===== config.mk =====
export PLATFORM = sky130hd
export DESIGN_NAME = i_cache
export DESIGN_NICKNAME = d
export VERILOG_FILES = /design/src/logic/axi_pkg.sv /design/src/logic/cache_pkg.sv /design/src/logic/i_cache.sv
export VERILOG_INCLUDE_DIRS = /design/src /design/src/logic
export SDC_FILE = /design/constraint.sdc
export NUM_CORES = 2
export LEC_CHECK = 0
export BUFFER_PORTS_ARGS = -buffer_cell sky130_fd_sc_hd__buf_2
export CORE_MARGIN = 1.5
export CORE_UTILIZATION = 40
export CTS_BUF_LIST = sky130_fd_sc_hd__clkbuf_8
export DETAILED_ROUTE_END_ITERATION = 16
export MAX_ROUTING_LAYER = met4
export SETUP_SLACK_MARGIN = 0.3
export SLEW_MARGIN = 20
export SYNTH_ARGS = -nofsm -noshare
export SYNTH_HDL_FRONTEND = slang
export SYNTH_SLANG_ARGS = --single-unit

===== constraint.sdc =====
create_clock -name clk -period 11.04 [get_ports clk]
set_input_delay 1.104 -clock clk [delete_from_list [all_inputs] [get_ports clk]]
set_output_delay 1.104 -clock clk [all_outputs]
set_load 0.02 [all_outputs]

===== src/logic/mem_settings.svh =====
// Memory-system widths and sizes; include in any file that sizes a bus, a line or a cache
`ifndef MEM_SETTINGS_SVH
`define MEM_SETTINGS_SVH

// Byte address width, as seen by the core
`define ADDR_WIDTH 26

// One machine word
`define DATA_WIDTH 32

// Words per line, also the refill burst length
`define LINE_WORDS 4

// Lines in each cache
`define CACHE_LINES 16

// ID width on the external port
`define AXI_ID_WIDTH 4

`endif


===== src/logic/axi_pkg.sv =====
// External bus types; imported by every block that drives or samples the AXI-style port
`default_nettype none
`include "mem_settings.svh"

package axi_pkg;

	// Transaction ID
	// 0 for the instruction cache, 1 for the data cache
	typedef logic [`AXI_ID_WIDTH-1:0] axi_id_t;

	// Burst length minus one
	typedef logic [3:0] axi_len_t;

	// Byte address and data word
	typedef logic [`ADDR_WIDTH-1:0] axi_addr_t;
	typedef logic [`DATA_WIDTH-1:0] axi_data_t;

	// Only the data cache writes
	localparam axi_id_t DCACHE_ID = axi_id_t'(1);

endpackage

`default_nettype wire


===== src/logic/cache_pkg.sv =====
// Cache-side types and address split; imported by both caches
`default_nettype none
`include "mem_settings.svh"

package cache_pkg;

	// Address split: tag | index | word offset | byte
	localparam int BYTE_BITS   = $clog2(`DATA_WIDTH / 8);
	localparam int OFFSET_BITS = $clog2(`LINE_WORDS);
	localparam int INDEX_BITS  = $clog2(`CACHE_LINES);
	localparam int INDEX_LSB   = BYTE_BITS + OFFSET_BITS;
	localparam int TAG_LSB     = INDEX_LSB + INDEX_BITS;
	localparam int TAG_BITS    = `ADDR_WIDTH - TAG_LSB;

	// Load or store
	typedef enum logic {READ, WRITE} mem_action_t;

	typedef logic [TAG_BITS-1:0]    cache_tag_t;
	typedef logic [INDEX_BITS-1:0]  cache_index_t;
	typedef logic [OFFSET_BITS-1:0] cache_offset_t;

	// Miss and write sequencing
	typedef enum logic [1:0] {STATE_IDLE, STATE_REQUEST, STATE_REFILL, STATE_WRITE} line_state_t;

endpackage

`default_nettype wire


===== src/logic/i_cache.sv =====
// Direct-mapped read-only instruction cache; serves fetches and refills a missing line by burst
`timescale 1ns/1ps
`default_nettype none
`include "mem_settings.svh"

module i_cache (
	input  logic               clk,
	input  logic               i_arst_n,
	// Fetch port
	input  logic               i_if_req,
	input  axi_pkg::axi_addr_t i_if_addr,
	output logic               o_if_valid,
	output axi_pkg::axi_data_t o_if_data,
	// Refill read master
	output logic               o_arvalid,
	output axi_pkg::axi_addr_t o_araddr,
	input  logic               i_arready,
	input  logic               i_rvalid,
	input  logic               i_rlast,
	input  axi_pkg::axi_data_t i_rdata
);
	import axi_pkg::*;
	import cache_pkg::*;

	// Line storage
	logic [`CACHE_LINES-1:0] valid_q;
	cache_tag_t              tag_q  [`CACHE_LINES];
	axi_data_t               data_q [`CACHE_LINES][`LINE_WORDS];

	// Miss tracking
	line_state_t   state_q;
	cache_offset_t beat_q;
	axi_addr_t     miss_addr_q;

	// Live request fields
	cache_tag_t    req_tag;
	cache_index_t  req_index;
	cache_offset_t req_offset;
	logic          accept;
	logic          hit;

	// Fields of the line under refill
	cache_tag_t    fill_tag;
	cache_index_t  fill_index;
	cache_offset_t fill_offset;

	assign req_tag     = cache_tag_t'(i_if_addr >> TAG_LSB);
	assign req_index   = cache_index_t'(i_if_addr >> INDEX_LSB);
	assign req_offset  = cache_offset_t'(i_if_addr >> BYTE_BITS);
	assign fill_tag    = cache_tag_t'(miss_addr_q >> TAG_LSB);
	assign fill_index  = cache_index_t'(miss_addr_q >> INDEX_LSB);
	assign fill_offset = cache_offset_t'(miss_addr_q >> BYTE_BITS);

	// Held request is ignored in its own answer cycle
	assign accept = i_if_req && !o_if_valid && (state_q == STATE_IDLE);
	assign hit    = valid_q[req_index] && (tag_q[req_index] == req_tag);

	// Burst always starts at the line base
	assign o_arvalid = (state_q == STATE_REQUEST);
	assign o_araddr  = (miss_addr_q >> INDEX_LSB) << INDEX_LSB;

	// ======================================================================
	// Control
	// ======================================================================
	always_ff @(posedge clk or negedge i_arst_n)
	begin
		if (!i_arst_n)
		begin
			state_q    <= STATE_IDLE;
			valid_q    <= '0;
			beat_q     <= '0;
			o_if_valid <= 1'b0;
		end
		else
		begin
			// Answer is a single-cycle pulse
			o_if_valid <= 1'b0;
			case (state_q)
				STATE_IDLE:
				begin
					if (accept && hit)
						o_if_valid <= 1'b1;
					else if (accept)
						state_q <= STATE_REQUEST;
				end
				STATE_REQUEST:
				begin
					// Address taken, beats follow
					if (i_arready)
					begin
						state_q <= STATE_REFILL;
						beat_q  <= '0;
					end
				end
				STATE_REFILL:
				begin
					if (i_rvalid)
					begin
						beat_q <= beat_q + 1'b1;
						// Line complete, answer next cycle
						if (i_rlast)
						begin
							valid_q[fill_index] <= 1'b1;
							o_if_valid          <= 1'b1;
							state_q             <= STATE_IDLE;
						end
					end
				end
				default: state_q <= STATE_IDLE;
			endcase
		end
	end

	// ======================================================================
	// Arrays and payload
	// ======================================================================
	always_ff @(posedge clk)
	begin
		if (accept)
			miss_addr_q <= i_if_addr;
		if (accept && hit)
			o_if_data <= data_q[req_index][req_offset];
		if ((state_q == STATE_REFILL) && i_rvalid)
		begin
			data_q[fill_index][beat_q] <= i_rdata;
			// Requested word picked off as it streams past
			if (beat_q == fill_offset)
				o_if_data <= i_rdata;
			if (i_rlast)
				tag_q[fill_index] <= fill_tag;
		end
	end

endmodule

`default_nettype wire


==> results.yml <==
drt:
  drcViolationCount: 0
  drtIter0Drc: 5882
  vias_per_cell: 5.809
  antenna_left: 0
  dr_total_vias: 44064
  drt-pass1-iter-count: 5
  wl_um: 243000
  wl_per_cell_um: 32.03
place:
  place.gp.congestion: 0.7560
  post-dp-hpwl_um: 127300
  pre_cts_slack_ns: 4.624
  place_area_um2: 97310
  port_buffers: 117
die:
  fp.dieH_um: 485.1
  rows: 176
  start_util_pct: 40.31
  fp.dieW_um: 485.1
  die-area_um2: 235300
  coreArea_um2: 230600
  ioPinCount: 124
finish:
  final_cell_mix: "2360 x edfxtp_1, 724 x mux4_2, 413 x clkbuf_8"
  num-fill-cells: 19090
  syn_to_final_growth_pct: 12.33
  nets: 4309
  mostFrequentLayoutCell: "edfxtp_1"
  drive_gt1_share_pct: 33.80
  fin_area_um2: 104400
sta:
  finalHoldViolations: 0
  tightest_slew_ns: 1.192
  holdWs_ns: 0.2508
  setup_viol: 0
  fin_crit_ns: 5.163
  final-max-slew-violation-count: 0
  skew_ns: 0.08605
  max_freq_mhz: 193.7
  grt_setup_unrepaired: "no"
  setup_slack_ns: 5.877
  slew_headroom_pct: 20.50
  setup_tns_ns: 0
  finalCritPeriodShare_pct: 46.77
setup_path:
  required_ns: 11.90
  crit_type: "in2reg"
  crit_slowest_cell: "buf_4"
  crit_arrival_ns: 6.02
  start_kind: "primary input"
  cp_cell_sequence: "buf_8, buf_4, buf_4, buf_4, mux4_2, mux4_2, mux4_2, nand3_1, a31oi_1"
  critPathMaxFanout: 97
  worstSetupEndpointType: "register"
  critPathMaxStageDelay_ns: 0.82
  reg2reg_depth: 9
synthesis:
  synth-edff-count: 2360
  ys.flop_type: "edfxtp_1"
  seq_area_frac_synth_pct: 77.50
  syn-cell-area_um2: 92950
  netlist_instances: 3829
  yosysWarnings: 0
  syn_area_per_cell_um2: 24.28
  async_flop_share_pct: 0.8703
  synth-seq-cells: 2413
  ys_types: 65
min_path:
  worstHoldPathType: "in2reg"
  whs_path_depth: 1
global_route:
  antenna_found_initial: 20
  gr-total-overflow: 0
  grt_pass1_vias: 44696
  grt_max_degree: 98
  grt_pass1_wl_um: 339400
  grtUsageTotal_pct: 21.15
power_and_ir_drop:
  intPower_w: 0.01426
  comb_power_share_pct: 6.9
  cellPowerDensity_nw_per_um2: 179.2
  peakVddDrop_v: 0.0001466
  clockPowerShare_pct: 37.3
  swShare_pct: 23.78
  p_leak_nw: 32.78
  p_switching_w: 0.004449
  p_seq_share_pct: 55.7
status:
  run_status: "finished, final reports clean"
cts:
  cts_buffer_depth: 4
  htree_levels: 5
  cts_root_buffer: "clkbuf_8"
  clkSinkCount: 2413
  numCtsBuffers: 394
  post_cts_resize_count: 0
  clock_latency_ns: 1.08
  cts.clk_slew.worst_paths_ns: 0.06
  cts_tree: "done"
run:
  cap_violations: 0
## path summary, 6_finish.rpt
kind                                         to  slack [ns]     startpoint
worst max-delay path              o_if_data[22]        5.88   i_if_addr[5]
worst min-delay path            miss_addr_q[13]        0.25  i_if_addr[13]
min in group asynchronous            state_q[0]        0.56       i_arst_n
worst min register to register       valid_q[7]        0.46     valid_q[7]
worst max register to register    o_if_data[13]        7.47   tag_q[14][8]
max in group asynchronous            valid_q[0]       10.10       i_arst_n
## critical path, delay by kind of cell
kind	cells	cell delay [ns]
and+or+nand+nor	1	0.10
AOI/OAI and AO/OA	1	0.09
muxes	3	1.50
buffers and inverters	4	2.93
## routing by layer
layer | share of wire, % | track usage [%] | vias up | wire [µm]
li1 | - | - | 17413 | -
met1 | 42 | 29.96 | 24133 | 101500
met2 | 47 | 31.60 | 2165 | 114300
met3 | 9.2 | 4.289 | 353 | 22480
met4 | 2.0 | 5.084 | 0 | 4812
met5 | 0 | - | - | 0
## layout make-up
| class | instances | area (µm²) | share of cell area (%) |
|---|---|---|---|
| Antenna cell | 21 | 52.55 | 0.05033 |
| Clock buffer | 413 | 5684 | 5.444 |
| Clock inverter | 281 | 1226 | 1.174 |
| Inverter | 7 | 33.78 | 0.03235 |
| Multi-Input combinational cell | 1182 | 19840 | 19.00 |
| Sequential cell | 2413 | 72030 | 68.99 |
| Tap cell | 3026 | 3786 | 3.626 |
| Timing Repair Buffer | 243 | 1759 | 1.685 |
## cell families after synthesis
logic type | share of synthesized area (%)
flip-flops | 77.50
multiplexers | 18.39
AND/OR/NAND/NOR | 1.257
buffers and inverters | 1.754
AO/OA/AOI/OAI | 0.8346
XOR/XNOR | 0.2073
adder cells (fa/ha/maj) | 0.05385
other | 0.004034
## sequential cells by signal (all words and copies together) (netlist names)
signal,flops
data_q,2048
beat_q,2
o_if_data,32
miss_addr_q,24
o_if_valid,1
state_q,2
valid_q,16
tag_q,288
## power by group through the flow
stage	registers, W	clock network (W)	logic (W)
floorplan	0.0106	0	0.000701
global placement	0.0106	0	0.00129
detailed placement	0.0106	0	0.00130
CTS	0.0104	0.00711	0.00130
global route	0.0104	0.00749	0.00136
finish	0.0104	0.00698	0.00130
## per-stage QoR
stage                     util (%)  power, W  instances
after global routing         45.28   0.01930       7575
after detailed placement     42.20   0.01193       6866
after floorplan                  -   0.01132       3832
final                        45.29   0.01871       7586
after CTS                    45.21   0.01885       7561
after global placement       42.17   0.01190       6862
## cells in the mapped netlist (all sizes together) (21+ instances only)
| cell type | instances | area share (%) |
|---|---|---|
| o21ai | 37 | 0.20 |
| mux4 | 739 | 18 |
| clkbuf | 22 | 0.12 |
| nand2 | 32 | 0.13 |
| a31oi | 33 | 0.22 |
| mux2i | 35 | 0.38 |
| edfxtp | 2360 | 76 |
| dfrtp | 21 | 0.57 |
| buf | 188 | 1.4 |
| dfxtp | 32 | 0.69 |
| nor2 | 123 | 0.50 |
| nand3 | 43 | 0.23 |
## timing repair
item | CTS | global route
hold endpoints to repair | 21 | 0
hold buffers | 1 | 0
buffers inserted | 0 | 0
Note: power is estimated with default switching activity, not from simulation.
