<file path="src/logic/mem_settings.svh">
// Memory-system widths and sizes; include in any file that sizes a bus, a line or a cache
`ifndef MEM_SETTINGS_SVH
`define MEM_SETTINGS_SVH

// Byte address width, as seen by the core
`define ADDR_WIDTH 26

// One machine word
`define DATA_WIDTH 32

// Words per line, also the refill burst length
`define LINE_WORDS 4

// Lines in each cache
`define CACHE_LINES 16

// ID width on the external port
`define AXI_ID_WIDTH 4

`endif

</file>
<file path="src/logic/axi_pkg.sv">
// External bus types; imported by every block that drives or samples the AXI-style port
`default_nettype none
`include "mem_settings.svh"

package axi_pkg;

	// Transaction ID
	// 0 for the instruction cache, 1 for the data cache
	typedef logic [`AXI_ID_WIDTH-1:0] axi_id_t;

	// Burst length minus one
	typedef logic [3:0] axi_len_t;

	// Byte address and data word
	typedef logic [`ADDR_WIDTH-1:0] axi_addr_t;
	typedef logic [`DATA_WIDTH-1:0] axi_data_t;

	// Only the data cache writes
	localparam axi_id_t DCACHE_ID = axi_id_t'(1);

endpackage

`default_nettype wire

</file>
<file path="src/logic/cache_pkg.sv">
// Cache-side types and address split; imported by both caches
`default_nettype none
`include "mem_settings.svh"

package cache_pkg;

	// Address split: tag | index | word offset | byte
	localparam int BYTE_BITS   = $clog2(`DATA_WIDTH / 8);
	localparam int OFFSET_BITS = $clog2(`LINE_WORDS);
	localparam int INDEX_BITS  = $clog2(`CACHE_LINES);
	localparam int INDEX_LSB   = BYTE_BITS + OFFSET_BITS;
	localparam int TAG_LSB     = INDEX_LSB + INDEX_BITS;
	localparam int TAG_BITS    = `ADDR_WIDTH - TAG_LSB;

	// Load or store
	typedef enum logic {READ, WRITE} mem_action_t;

	typedef logic [TAG_BITS-1:0]    cache_tag_t;
	typedef logic [INDEX_BITS-1:0]  cache_index_t;
	typedef logic [OFFSET_BITS-1:0] cache_offset_t;

	// Miss and write sequencing
	typedef enum logic [1:0] {STATE_IDLE, STATE_REQUEST, STATE_REFILL, STATE_WRITE} line_state_t;

endpackage

`default_nettype wire

</file>
<file path="src/logic/d_cache.sv">
// Direct-mapped write-through data cache; serves loads and stores for the memory stage
`timescale 1ns/1ps
`default_nettype none
`include "mem_settings.svh"

module d_cache (
	input  logic                  clk,
	input  logic                  i_arst_n,
	// Load/store port
	input  logic                  i_dc_req,
	input  cache_pkg::mem_action_t i_dc_action,
	input  axi_pkg::axi_addr_t    i_dc_addr,
	input  axi_pkg::axi_data_t    i_dc_wdata,
	output logic                  o_dc_done,
	output axi_pkg::axi_data_t    o_dc_rdata,
	// Refill read master
	output logic                  o_arvalid,
	output axi_pkg::axi_addr_t    o_araddr,
	input  logic                  i_arready,
	input  logic                  i_rvalid,
	input  logic                  i_rlast,
	input  axi_pkg::axi_data_t    i_rdata,
	// Single-beat write master
	output logic                  o_awvalid,
	output axi_pkg::axi_addr_t    o_awaddr,
	input  logic                  i_awready,
	output logic                  o_wvalid,
	output axi_pkg::axi_data_t    o_wdata,
	input  logic                  i_wready,
	input  logic                  i_bvalid
);
	import axi_pkg::*;
	import cache_pkg::*;

	// Line storage
	logic [`CACHE_LINES-1:0] valid_q;
	cache_tag_t              tag_q  [`CACHE_LINES];
	axi_data_t               data_q [`CACHE_LINES][`LINE_WORDS];

	// Miss or write in flight
	line_state_t   state_q;
	cache_offset_t beat_q;
	axi_addr_t     req_addr_q;

	// Live request fields
	cache_tag_t    req_tag;
	cache_index_t  req_index;
	cache_offset_t req_offset;
	logic          accept;
	logic          hit;

	// Fields of the latched request
	cache_tag_t    fill_tag;
	cache_index_t  fill_index;
	cache_offset_t fill_offset;

	assign req_tag     = cache_tag_t'(i_dc_addr >> TAG_LSB);
	assign req_index   = cache_index_t'(i_dc_addr >> INDEX_LSB);
	assign req_offset  = cache_offset_t'(i_dc_addr >> BYTE_BITS);
	assign fill_tag    = cache_tag_t'(req_addr_q >> TAG_LSB);
	assign fill_index  = cache_index_t'(req_addr_q >> INDEX_LSB);
	assign fill_offset = cache_offset_t'(req_addr_q >> BYTE_BITS);

	assign accept = i_dc_req && !o_dc_done && (state_q == STATE_IDLE);
	assign hit    = valid_q[req_index] && (tag_q[req_index] == req_tag);

	assign o_arvalid = (state_q == STATE_REQUEST);
	assign o_araddr  = (req_addr_q >> INDEX_LSB) << INDEX_LSB;
	// Store goes out at the word address as given
	assign o_awaddr  = req_addr_q;

	// ======================================================================
	// Control
	// ======================================================================
	always_ff @(posedge clk or negedge i_arst_n)
	begin
		if (!i_arst_n)
		begin
			state_q   <= STATE_IDLE;
			valid_q   <= '0;
			beat_q    <= '0;
			o_dc_done <= 1'b0;
			o_awvalid <= 1'b0;
			o_wvalid  <= 1'b0;
		end
		else
		begin
			o_dc_done <= 1'b0;
			case (state_q)
				STATE_IDLE:
				begin
					// Stores always go to memory, hit or miss
					if (accept && (i_dc_action == WRITE))
					begin
						state_q   <= STATE_WRITE;
						o_awvalid <= 1'b1;
						o_wvalid  <= 1'b1;
					end
					else if (accept && hit)
						o_dc_done <= 1'b1;
					else if (accept)
						state_q <= STATE_REQUEST;
				end
				STATE_REQUEST:
				begin
					if (i_arready)
					begin
						state_q <= STATE_REFILL;
						beat_q  <= '0;
					end
				end
				STATE_REFILL:
				begin
					if (i_rvalid)
					begin
						beat_q <= beat_q + 1'b1;
						if (i_rlast)
						begin
							valid_q[fill_index] <= 1'b1;
							o_dc_done           <= 1'b1;
							state_q             <= STATE_IDLE;
						end
					end
				end
				STATE_WRITE:
				begin
					// Address and data channels retire on their own
					if (i_awready)
						o_awvalid <= 1'b0;
					if (i_wready)
						o_wvalid <= 1'b0;
					// Response ends the store
					if (i_bvalid)
					begin
						o_dc_done <= 1'b1;
						state_q   <= STATE_IDLE;
					end
				end
				default: state_q <= STATE_IDLE;
			endcase
		end
	end

	// ======================================================================
	// Arrays and payload
	// ======================================================================
	always_ff @(posedge clk)
	begin
		if (accept)
		begin
			req_addr_q <= i_dc_addr;
			o_wdata    <= i_dc_wdata;
		end
		if (accept && hit && (i_dc_action == READ))
			o_dc_rdata <= data_q[req_index][req_offset];
		// Write hit keeps the cached copy current; no allocate on a miss
		if (accept && hit && (i_dc_action == WRITE))
			data_q[req_index][req_offset] <= i_dc_wdata;
		if ((state_q == STATE_REFILL) && i_rvalid)
		begin
			data_q[fill_index][beat_q] <= i_rdata;
			if (beat_q == fill_offset)
				o_dc_rdata <= i_rdata;
			if (i_rlast)
				tag_q[fill_index] <= fill_tag;
		end
	end

endmodule

`default_nettype wire

</file>
<file path="config.mk">
export PLATFORM = sky130hd
export DESIGN_NAME = d_cache
export DESIGN_NICKNAME = d
export VERILOG_FILES = /design/src/logic/axi_pkg.sv /design/src/logic/cache_pkg.sv /design/src/logic/d_cache.sv
export VERILOG_INCLUDE_DIRS = /design/src /design/src/logic
export SDC_FILE = /design/constraint.sdc
export NUM_CORES = 2
export LEC_CHECK = 0
export BUFFER_PORTS_ARGS = -buffer_cell sky130_fd_sc_hd__clkbuf_2
export CORE_MARGIN = 10
export CORE_UTILIZATION = 51
export DETAILED_ROUTE_END_ITERATION = 7
export GPL_TIMING_DRIVEN = 0
export PLACE_DENSITY = 0.65
export SLEW_MARGIN = 10
export SYNTH_ARGS = -nofsm -noshare
export SYNTH_HDL_FRONTEND = slang
export SYNTH_SLANG_ARGS = --single-unit
</file>
<file path="constraint.sdc">
create_clock -name clk -period 8.7 [get_ports clk]
set_input_delay 0.87 -clock clk [delete_from_list [all_inputs] [get_ports clk]]
set_output_delay 0.87 -clock clk [all_outputs]
set_load 0.02 [all_outputs]
</file>
==> impl_metrics.ini <==
[pwr]
p_leak_uw = 0.0344
power.total_uw = 27000
p_per_area_nw_per_um2 = 248
peakVddDrop_mv = 0.178

[floorplan]
die_x_um = 450
die_h_um = 450
rows = 157
pin_count = 220
core_um2 = 183000
dieArea_um2 = 202000
start_util_pct = 51.4

[clocking]
post-cts-setup-buffer-count = 0
clock_path_buffers = 3
cts_hold_buf = 0
cts_resized = 0
clock_latency_ps = 880
clock-sinks = 2449
clk_pin_slew_ps = 60
cts_tree = done
cts_inserted_buffers = 236
cts_root_buf = clkbuf_16
htree_levels = 4

[min_path]
hp-class = primary input to async pin

[global_route]
gr-total-overflow = 0
grt_use_total_pct = 25.4
grt_pass1_vias = 47586
grt_max_degree = 65
grt_first_pass_wirelength_mm = 366
antenna_found_initial = 12

[yosys]
yosys-top-cells-count = edfxtp_1 (2394), mux4_2 (553), a22o_1 (129), a221oi_1 (103), clkbuf_1 (101)
yosys_most_used_dff = edfxtp_1
synth.distinct_cells = 70
yosysTopAreaCell = edfxtp_1
ys_ff_latch = 2449
netlist_instances = 4180
async_flop_share_pct = 0.939
yosysSeqAreaShare_pct = 77.6
avgSynthCellArea_um2 = 22.5
yosys_warnings = 0
syn_area_um2 = 94200
synth_area_leaders = edfxtp_1 (76%), mux4_2 (13%), a22o_1 (1.2%)
netlist.area_leader.share_pct = 76.3
synth_edf_count = 2394
post-synth-top-count-cell = edfxtp_1

[detailed_routing]
dr.first_iter.drc_count = 6137
wirelength_mm = 260
postRouteAntennaNets = 0
vias_per_cell = 6.46
first_pass_iters = 6
drc_errors = 0
num_vias = 47911
avgRoutedWirePerCell_um = 35.1

[cells_and_area]
drive_gt1_share_pct = 31.5
syn_to_final_growth_pct = 15.6
post-route-util_pct = 59.4
nets = 4847

[sta]
period_needed_ps = 6920
maxSlewViolCount = 0
max_freq_mhz = 145
finalCritPeriodShare_pct = 79.5
finalSetupTns_ps = 0
tightestPinTransition_ps = 1400
hold_viol_final = 0
clock_skew_ps = 57.7
relSlewSlack_pct = 6.96
rsz0062_at_grt = false
setup_viol = 0

[setup_path]
slowest_delay_ps = 1100
worst_ep_required_time_ps = 9450
crit_chain = clkbuf_2, buf_6, buf_6, buf_4, buf_4, buf_4, buf_2, buf_2, buf_1, mux4_2, a22o_1, a221oi_1, o22ai_1, a221oi_1, o31ai_1, mux2_2
cp_common_cell = buf_4
criticalPathCategory = primary input to register
critPathCaptureType = register
worst-endpoint-arrival_ps = 7670
slowest_stage = a221oi_1
cp-startpoint = i_dc_addr[5]
start_kind = primary input
crit_fanout = 10
reg2reg_from = state_q[1]$_DFFE_PN0P_

[placement]
dp_hpwl_mm = 173
io_buffers = 214
place.gp.congestion = 0.912

[status]
outcome = completed

[run]
maxCapViolations = 0
==> state kept, by name, indices dropped and copies added (netlist names) <==
name and flops:
valid_q 16, o_dc_rdata 32, o_dc_done 1, o_awvalid 1, data_q 2048, tag_q 288, o_wdata 32, state_q 2
beat_q 2, o_wvalid 1, o_awaddr 26
==> final timing paths <==
check | endpoint | slack [ps] | cells after the start
min in group clk | o_wdata[7]$_DFFE_PP_ | 190 | 1
worst min register to register | valid_q[5]$_DFFE_PN0P_ | 460 | 1
worst min-delay path | valid_q[8]$_DFFE_PN0P_ | 60 | 1
max in group asynchronous | o_awvalid$_DFFE_PN0P_ | 8160 | 1
worst max-delay path | o_dc_rdata[16]$_DFF_P_ | 1780 | 16
worst max register to register | data_q[12][106]$_DFFE_PP_ | 3190 | 13
==> worst max-delay path, delay by kind of cell <==
kind	cells	cell delay, ps
buffers and inverters	9	3160
AOI/OAI and AO/OA	5	2850
muxes	2	730
==> final cells by class <==
| type | count | area (µm²) |
|---|---|---|
| multi-input combinational | 1450 | 20400 |
| clock inverter | 124 | 1180 |
| antenna | 13 | 32.5 |
| timing repair buffer | 318 | 3340 |
| tap | 2464 | 3080 |
| sequential | 2449 | 73100 |
| clock buffer | 309 | 6260 |
| buffer | 273 | 1410 |
| inverter | 11 | 41.3 |
| fill | 12990 | 74600 |
==> layout by cell type (no fill, tap or decap), types with 24 or more instances in the layout <==
| cell type | n |
|---|---|
| a221o_1 | 65 |
| a221oi_1 | 103 |
| a22o_1 | 129 |
| buf_1 | 47 |
| buf_12 | 50 |
| buf_16 | 43 |
| buf_2 | 69 |
| buf_4 | 40 |
| clkbuf_1 | 161 |
| clkbuf_16 | 238 |
| clkbuf_2 | 223 |
| clkinv_1 | 50 |
| clkinv_2 | 38 |
| dfxtp_1 | 32 |
| edfxtp_1 | 2394 |
| mux2_2 | 54 |
| mux2_4 | 29 |
| mux2i_1 | 61 |
| mux4_2 | 553 |
| nor2_1 | 24 |
| nor2_4 | 76 |
| o22ai_1 | 43 |
| o31ai_1 | 36 |
| o31ai_2 | 29 |
| or2_2 | 33 |
==> metal layers <==
metal | GRT usage (%) | wire length (µm) | vias to the layer above
met4 | 12.9 | 15500 | 2
met2 | 39.1 | 122000 | 2656
li1 | - | - | 19140
met3 | 5.84 | 25400 | 519
met5 | 0 | 9 | -
met1 | 34.2 | 97800 | 25594
==> power by group <==
group          internal, µW  switching (µW)  total, µW
combinational           888            2100       2990
sequential            13900             234      14100
clock                  5610            4340       9950
==> cells by family (layout without fill, tap and decap cells) <==
family	Yosys count	in the layout	share of synthesized area, %
simple gates	237	237	1.28
compound gates	469	469	4.27
other cells	1	17	0.00398
xor+xnor	23	23	0.214
fa+ha+maj	8	8	0.106
mux	709	709	15.0
buf+inv	284	1035	1.53
flops	2449	2449	77.6
==> through the flow <==
stage	setup slack [ps]	instance area, µm²	hold WS (ps)	instances
floorplan	2700	94200	434	4183
global placement	-1220	98400	444	6861
detailed placement	1010	101000	449	6962
CTS	1950	109000	23.8	7395
global route	1830	109000	77.4	7403
finish	1780	109000	62.0	7411
No activity file was read; power rests on OpenSTA's default activity.
