===== src/logic/mem_settings.svh =====
// Memory-system widths and sizes; include in any file that sizes a bus, a line or a cache
`ifndef MEM_SETTINGS_SVH
`define MEM_SETTINGS_SVH

// Byte address width, as seen by the core
`define ADDR_WIDTH 26

// One machine word
`define DATA_WIDTH 32

// Words per line, also the refill burst length
`define LINE_WORDS 4

// Lines in each cache
`define CACHE_LINES 16

// ID width on the external port
`define AXI_ID_WIDTH 4

`endif


===== src/logic/axi_pkg.sv =====
// External bus types; imported by every block that drives or samples the AXI-style port
`default_nettype none
`include "mem_settings.svh"

package axi_pkg;

	// Transaction ID
	// 0 for the instruction cache, 1 for the data cache
	typedef logic [`AXI_ID_WIDTH-1:0] axi_id_t;

	// Burst length minus one
	typedef logic [3:0] axi_len_t;

	// Byte address and data word
	typedef logic [`ADDR_WIDTH-1:0] axi_addr_t;
	typedef logic [`DATA_WIDTH-1:0] axi_data_t;

	// Only the data cache writes
	localparam axi_id_t DCACHE_ID = axi_id_t'(1);

endpackage

`default_nettype wire


===== src/logic/memory_arbiter.sv =====
// Round-robin share of the external read channel among the caches, plus the data-cache write path
`timescale 1ns/1ps
`default_nettype none
`include "mem_settings.svh"

module memory_arbiter #(
	parameter int READ_MASTERS = 2
) (
	input  logic                    clk,
	input  logic                    i_arst_n,
	// Cache read masters, indexed by ID
	input  logic [READ_MASTERS-1:0] i_m_arvalid,
	input  axi_pkg::axi_addr_t      i_m_araddr [READ_MASTERS],
	output logic [READ_MASTERS-1:0] o_m_arready,
	output logic [READ_MASTERS-1:0] o_m_rvalid,
	output logic [READ_MASTERS-1:0] o_m_rlast,
	output axi_pkg::axi_data_t      o_m_rdata  [READ_MASTERS],
	// Data cache write master
	input  logic                    i_m_awvalid,
	input  axi_pkg::axi_addr_t      i_m_awaddr,
	output logic                    o_m_awready,
	input  logic                    i_m_wvalid,
	input  axi_pkg::axi_data_t      i_m_wdata,
	output logic                    o_m_wready,
	output logic                    o_m_bvalid,
	// External read channel
	output logic                    o_arvalid,
	output axi_pkg::axi_id_t        o_arid,
	output axi_pkg::axi_len_t       o_arlen,
	output axi_pkg::axi_addr_t      o_araddr,
	input  logic                    i_arready,
	output logic                    o_rready,
	input  logic                    i_rvalid,
	input  logic                    i_rlast,
	input  axi_pkg::axi_id_t        i_rid,
	input  axi_pkg::axi_data_t      i_rdata,
	// External write channel
	output logic                    o_awvalid,
	output axi_pkg::axi_id_t        o_awid,
	output axi_pkg::axi_addr_t      o_awaddr,
	input  logic                    i_awready,
	output logic                    o_wvalid,
	output logic                    o_wlast,
	output axi_pkg::axi_data_t      o_wdata,
	input  logic                    i_wready,
	output logic                    o_bready,
	input  logic                    i_bvalid
);
	import axi_pkg::*;

	localparam int IDX_W = (READ_MASTERS > 1) ? $clog2(READ_MASTERS) : 1;

	// First master to look at next time
	logic [IDX_W-1:0] rr_ptr_q;
	logic [IDX_W-1:0] grant_q;
	logic [IDX_W-1:0] pick;
	logic [IDX_W-1:0] grant;
	// Burst accepted, waiting for RLAST
	logic             busy_q;
	// Address on the bus, not yet taken
	logic             hold_q;

	// Nearest requester from the pointer wins
	always_comb
	begin
		pick = rr_ptr_q;
		for (int i = READ_MASTERS - 1; i >= 0; i--)
		begin
			if (i_m_arvalid[(int'(rr_ptr_q) + i) % READ_MASTERS])
				pick = IDX_W'((int'(rr_ptr_q) + i) % READ_MASTERS);
		end
	end

	// Frozen while an address waits or a burst runs
	assign grant = (busy_q || hold_q) ? grant_q : pick;

	assign o_arvalid = !busy_q && i_m_arvalid[grant];
	assign o_araddr  = i_m_araddr[grant];
	assign o_arid    = axi_id_t'(grant);
	assign o_arlen   = axi_len_t'(`LINE_WORDS - 1);
	assign o_rready  = 1'b1;

	// Ready to the granted master only, data steered back by ID
	always_comb
	begin
		for (int m = 0; m < READ_MASTERS; m++)
		begin
			o_m_arready[m] = !busy_q && i_arready && (grant == IDX_W'(m));
			o_m_rvalid[m]  = i_rvalid && (i_rid == axi_id_t'(m));
			o_m_rlast[m]   = i_rlast && (i_rid == axi_id_t'(m));
			o_m_rdata[m]   = i_rdata;
		end
	end

	always_ff @(posedge clk or negedge i_arst_n)
	begin
		if (!i_arst_n)
		begin
			rr_ptr_q <= '0;
			grant_q  <= '0;
			busy_q   <= 1'b0;
			hold_q   <= 1'b0;
		end
		else
		begin
			hold_q <= o_arvalid && !i_arready;
			if (o_arvalid)
				grant_q <= grant;
			// Handshake: lock the bus and rotate priority
			if (o_arvalid && i_arready)
			begin
				busy_q   <= 1'b1;
				rr_ptr_q <= (grant == IDX_W'(READ_MASTERS - 1)) ? '0 : grant + 1'b1;
			end
			else if (i_rvalid && i_rlast)
				busy_q <= 1'b0;
		end
	end

	// ======================================================================
	// Write path, single beat tagged as the data cache
	// ======================================================================
	assign o_awvalid   = i_m_awvalid;
	assign o_awid      = DCACHE_ID;
	assign o_awaddr    = i_m_awaddr;
	assign o_m_awready = i_awready;
	assign o_wvalid    = i_m_wvalid;
	assign o_wlast     = 1'b1;
	assign o_wdata     = i_m_wdata;
	assign o_m_wready  = i_wready;
	assign o_bready    = 1'b1;
	assign o_m_bvalid  = i_bvalid;

endmodule

`default_nettype wire


===== config.mk =====
export PLATFORM = sky130hd
export DESIGN_NAME = memory_arbiter
export DESIGN_NICKNAME = d
export VERILOG_FILES = /design/src/logic/axi_pkg.sv /design/src/logic/memory_arbiter.sv
export VERILOG_INCLUDE_DIRS = /design/src /design/src/logic
export SDC_FILE = /design/constraint.sdc
export NUM_CORES = 1
export LEC_CHECK = 0
export BUFFER_PORTS_ARGS = -buffer_cell sky130_fd_sc_hd__clkbuf_2
export CAP_MARGIN = 30
export CELL_PAD_IN_SITES_DETAIL_PLACEMENT = 1
export CELL_PAD_IN_SITES_GLOBAL_PLACEMENT = 1
export CORE_AREA = 2 2 128 130
export DETAILED_ROUTE_END_ITERATION = 12
export DIE_AREA = 0 0 130 132
export PLACE_DENSITY = 0.64
export RECOVER_POWER = 50
export SYNTH_ARGS = -nofsm -noshare
export SYNTH_HDL_FRONTEND = slang
export SYNTH_SLANG_ARGS = --single-unit

===== constraint.sdc =====
create_clock -name clk -period 3.9 [get_ports clk]
set_input_delay 0.585 -clock clk [delete_from_list [all_inputs] [get_ports clk]]
set_output_delay 0.585 -clock clk [all_outputs]
set_load 0.1 [all_outputs]

==> results.rst <==
.. list-table::
   :header-rows: 1

   * - Metric
     - Value
   * - Wire length per cell after detailed routing
     - 10.3 um
   * - Row Count
     - 46
   * - Total buffers and inverters traversed by the critical path
     - 3
   * - First-pass GRT wire length
     - 5.06 mm
   * - Residual DRC count
     - 0
   * - Vias
     - 1010
   * - Crit Reg-Reg Endpoint
     - grant_q
   * - Clock sink total
     - 4
   * - Overall die height
     - 132 um
   * - Routed WL
     - 3.98 mm
   * - Stages on worst setup path
     - 6
   * - CTS root buffer
     - sky130_fd_sc_hd__clkbuf_16
   * - Post_cts resized
     - 0
   * - Cell chain of the critical path
     - clkbuf_2, inv_2, a21oi_2, o41a_2, mux2_2, clkbuf_2
   * - Sum of overflow across all layers after global routing
     - 0
   * - Syn avg cell area
     - 8.60 um2
   * - Maximum level of the CTS H-tree
     - 1
   * - Clock-pin slew on the worst setup and hold paths
     - 0.03 ns
   * - Total of endpoints with negative setup slack in the final report
     - 0
   * - Peak supply drop
     - 0.279 mV
   * - CP Capture Point
     - o_araddr[19]
   * - Result of the run
     - complete, no violations
   * - Post-synth design cell area
     - around 1700 um2
   * - Transition at the pin with the smallest max-transition slack
     - around 0.8 ns
   * - Portion of the clock cycle consumed by the worst path in the final layout
     - 0.767
   * - Final core occ
     - 0.0960
   * - Number of nets in the layout
     - 330
   * - CP top delay family
     - compound AO/OA/AOI/OAI gates
   * - Number of distinct standard cells referenced by the synthesized netlist
     - 24
   * - Count of final hold-check violations
     - 0
   * - Horizontal die dimension
     - 130 um
   * - Half-perimeter wire length after placement
     - 3.60 mm
   * - Area of the core
     - 15700 um2
   * - Final GP Congestion
     - approximately 0.64
   * - Unrepaired setup endpoints after global routing
     - no
   * - Clock tree from TritonCTS
     - yes
   * - Cell count after synthesis
     - around 200
   * - Number of global-route vias before repair
     - 998
   * - Leakage power
     - slightly below 0.8 nW
   * - Initial cell density of the core
     - 0.111
   * - Count of hold-fix buffers inserted at cts
     - 0
   * - Final critical-path required period
     - around 3.0 ns
   * - Power density relative to cell area
     - 1040 nW/um2
   * - Placed Cells incl. Taps
     - 383
   * - Max-cap violations
     - 0
   * - Router iterations before antenna repair
     - 4
   * - Worst Path Arrival
     - 2.41 ns
   * - Die area
     - around 17000 um2
   * - Relative max-transition margin
     - 0.462
   * - Share of cells above drive strength 1
     - 0.753
   * - Sum of negative setup slack
     - 0 ns
   * - Warning count from the yosys run
     - 0
   * - Initial antenna violation count
     - 0
   * - Hold Crit Class
     - input pin to async pin
   * - Number of synthesized register bits
     - 4
   * - Startpoint kind of the worst setup timing path
     - input pin
   * - Register-to-Register Path Depth
     - 4
   * - Data required time at the worst endpoint
     - 3.31 ns
   * - Number of pins with negative max-slew slack in the final report
     - 0
   * - Category of the worst setup path capture point
     - output pin
   * - Area growth from synthesis to layout
     - -13.7%
   * - Highest achievable clock rate
     - 334 MHz
   * - Worst-path fanout max
     - 28
   * - I/O Pins
     - 333
   * - Beginning of the critical path
     - i_m_arvalid[0]
   * - Setup Skew
     - 0.000734 ns
   * - Most used cells in the layout excluding fill and tap cells
     - sky130_fd_sc_hd__clkbuf_2, sky130_fd_sc_hd__mux2_4, sky130_fd_sc_hd__conb_1
   * - Via density per instance
     - 2.62
   * - Overall routing resource usage
     - 0.0392
   * - Iteration-0 DRC count of the detailed router
     - 17
   * - Delay contributed by the slowest stage of the critical path
     - between 0.7 and 0.8 ns
   * - Pin count of the biggest net entering global routing
     - 29
   * - Beginning of the worst register-to-register path
     - busy_q
   * - Master of the slowest instance on the critical path
     - sky130_fd_sc_hd__o41a_2
   * - Max Root-Sink Buffers
     - 2
   * - Buffers on Ports
     - between 90 and 100
   * - Critical Setup Path Class
     - input pin to output pin
   * - Post-layout instance count excluding filler cells
     - 386
   * - Post CTS Setup Buffer Count
     - 0
   * - Leading cell type in the layout, fill and taps excluded
     - sky130_fd_sc_hd__clkbuf_2
   * - Ant diodes
     - 0
   * - Top cell by count, worst path
     - sky130_fd_sc_hd__clkbuf_2
   * - Later-pin clock latency in the skew report
     - 0.22 ns
   * - Post-synthesis sequential area ratio
     - 0.0573
   * - Number of buffers added by the clock tree synthesis step
     - 3
   * - DRT antenna net count
     - 0
   * - Register-to-register path setup slack
     - 1.93 ns
cells by family after synthesis:
logic type,count (synthesis),synth area share
buf+inv,147,0.644
mux,26,0.208
compound gates,9,0.0401
simple gates,15,0.0458
flops,4,0.0573
other cells,2,0.00430
final cells by class:
type,count,area [um2]
timing repair buffer,97,487
multi-input combinational,64,568
sequential,4,100
fill,1926,14200
inverter,2,7.51
tap,216,270
clock buffer,3,75.1
worst min-delay path by stage:
stage | start | endpoint | slack (ns) | cells after the start
2_1_floorplan | i_arst_n | busy_q | 0.29 | 0
3_3_place_gp | i_arst_n | busy_q | 0.40 | 1
3_5_place_dp | i_arst_n | busy_q | 0.40 | 1
4_1_cts | i_arst_n | busy_q | 0.17 | 1
5_1_grt | i_arst_n | grant_q | 0.21 | 1
6_report | i_arst_n | rr_ptr_q | 0.20 | 1
routing by layer:
metal | vias up | GRT usage | part of all wire
met5 | - | 0 | 0
met4 | 0 | 0.0478 | 0.11
met3 | 54 | 0.0235 | 0.18
met2 | 103 | 0.0684 | 0.44
met1 | 425 | 0.0240 | 0.26
li1 | 428 | - | -
through the flow:
step | setup WS (ns) | instance area (um2) | power (mW) | hold slack (ns)
3_3_place_gp | 0.888 | 1430 | 1.42 | 0.401
6_report | 0.909 | 1510 | 1.58 | 0.196
4_1_cts | 0.880 | 1510 | 1.59 | 0.166
5_1_grt | 0.792 | 1510 | 1.64 | 0.213
3_5_place_dp | 0.879 | 1430 | 1.43 | 0.401
2_1_floorplan | 0.289 | 1790 | 1.96 | 0.289
flip-flops by register name, indices dropped and copies added (netlist names):
name,count
busy_q,1
rr_ptr_q,1
hold_q,1
grant_q,1
power by group:
| group | internal [mW] | switching, mW | leakage [nW] |
|---|---|---|---|
| combinational | 0.286 | 1.06 | 0.694 |
| clock | 0.131 | 0.0285 | 0.0370 |
| sequential | 0.0564 | 0.0181 | 0.0452 |
| total | 0.473 | 1.10 | 0.777 |
synthesized netlist by cell type:
master,count,area [um2]
sky130_fd_sc_hd__nor2b_1,2,12.5
sky130_fd_sc_hd__nor4_1,1,6.26
sky130_fd_sc_hd__mux2_2,7,78.8
sky130_fd_sc_hd__inv_2,1,3.75
sky130_fd_sc_hd__dfrtp_1,4,100
sky130_fd_sc_hd__o32a_1,1,10.0
sky130_fd_sc_hd__a21oi_1,2,10.0
sky130_fd_sc_hd__nor2_1,2,7.51
sky130_fd_sc_hd__o21ai_0,1,5.00
sky130_fd_sc_hd__inv_1,1,3.75
sky130_fd_sc_hd__nor3_1,1,5.00
sky130_fd_sc_hd__a22o_1,1,8.76
sky130_fd_sc_hd__a21oi_2,1,8.76
sky130_fd_sc_hd__nand2_1,3,11.3
sky130_fd_sc_hd__a211oi_1,1,7.51
sky130_fd_sc_hd__mux2_4,19,285
sky130_fd_sc_hd__o2bb2ai_1,1,8.76
sky130_fd_sc_hd__and3_1,2,12.5
sky130_fd_sc_hd__buf_6,1,11.3
sky130_fd_sc_hd__o41a_1,1,11.3
sky130_fd_sc_hd__buf_12,2,40.0
sky130_fd_sc_hd__and2_1,4,25.0
sky130_fd_sc_hd__buf_4,142,1070
sky130_fd_sc_hd__conb_1,2,7.51
worst register-to-register path: cells and delay by family (launching register included):
family          cells  cell delay, ns
flops               1            0.44
compound gates      3            1.21
buf+inv             1            0.20
(Power assumes the default switching activity.)
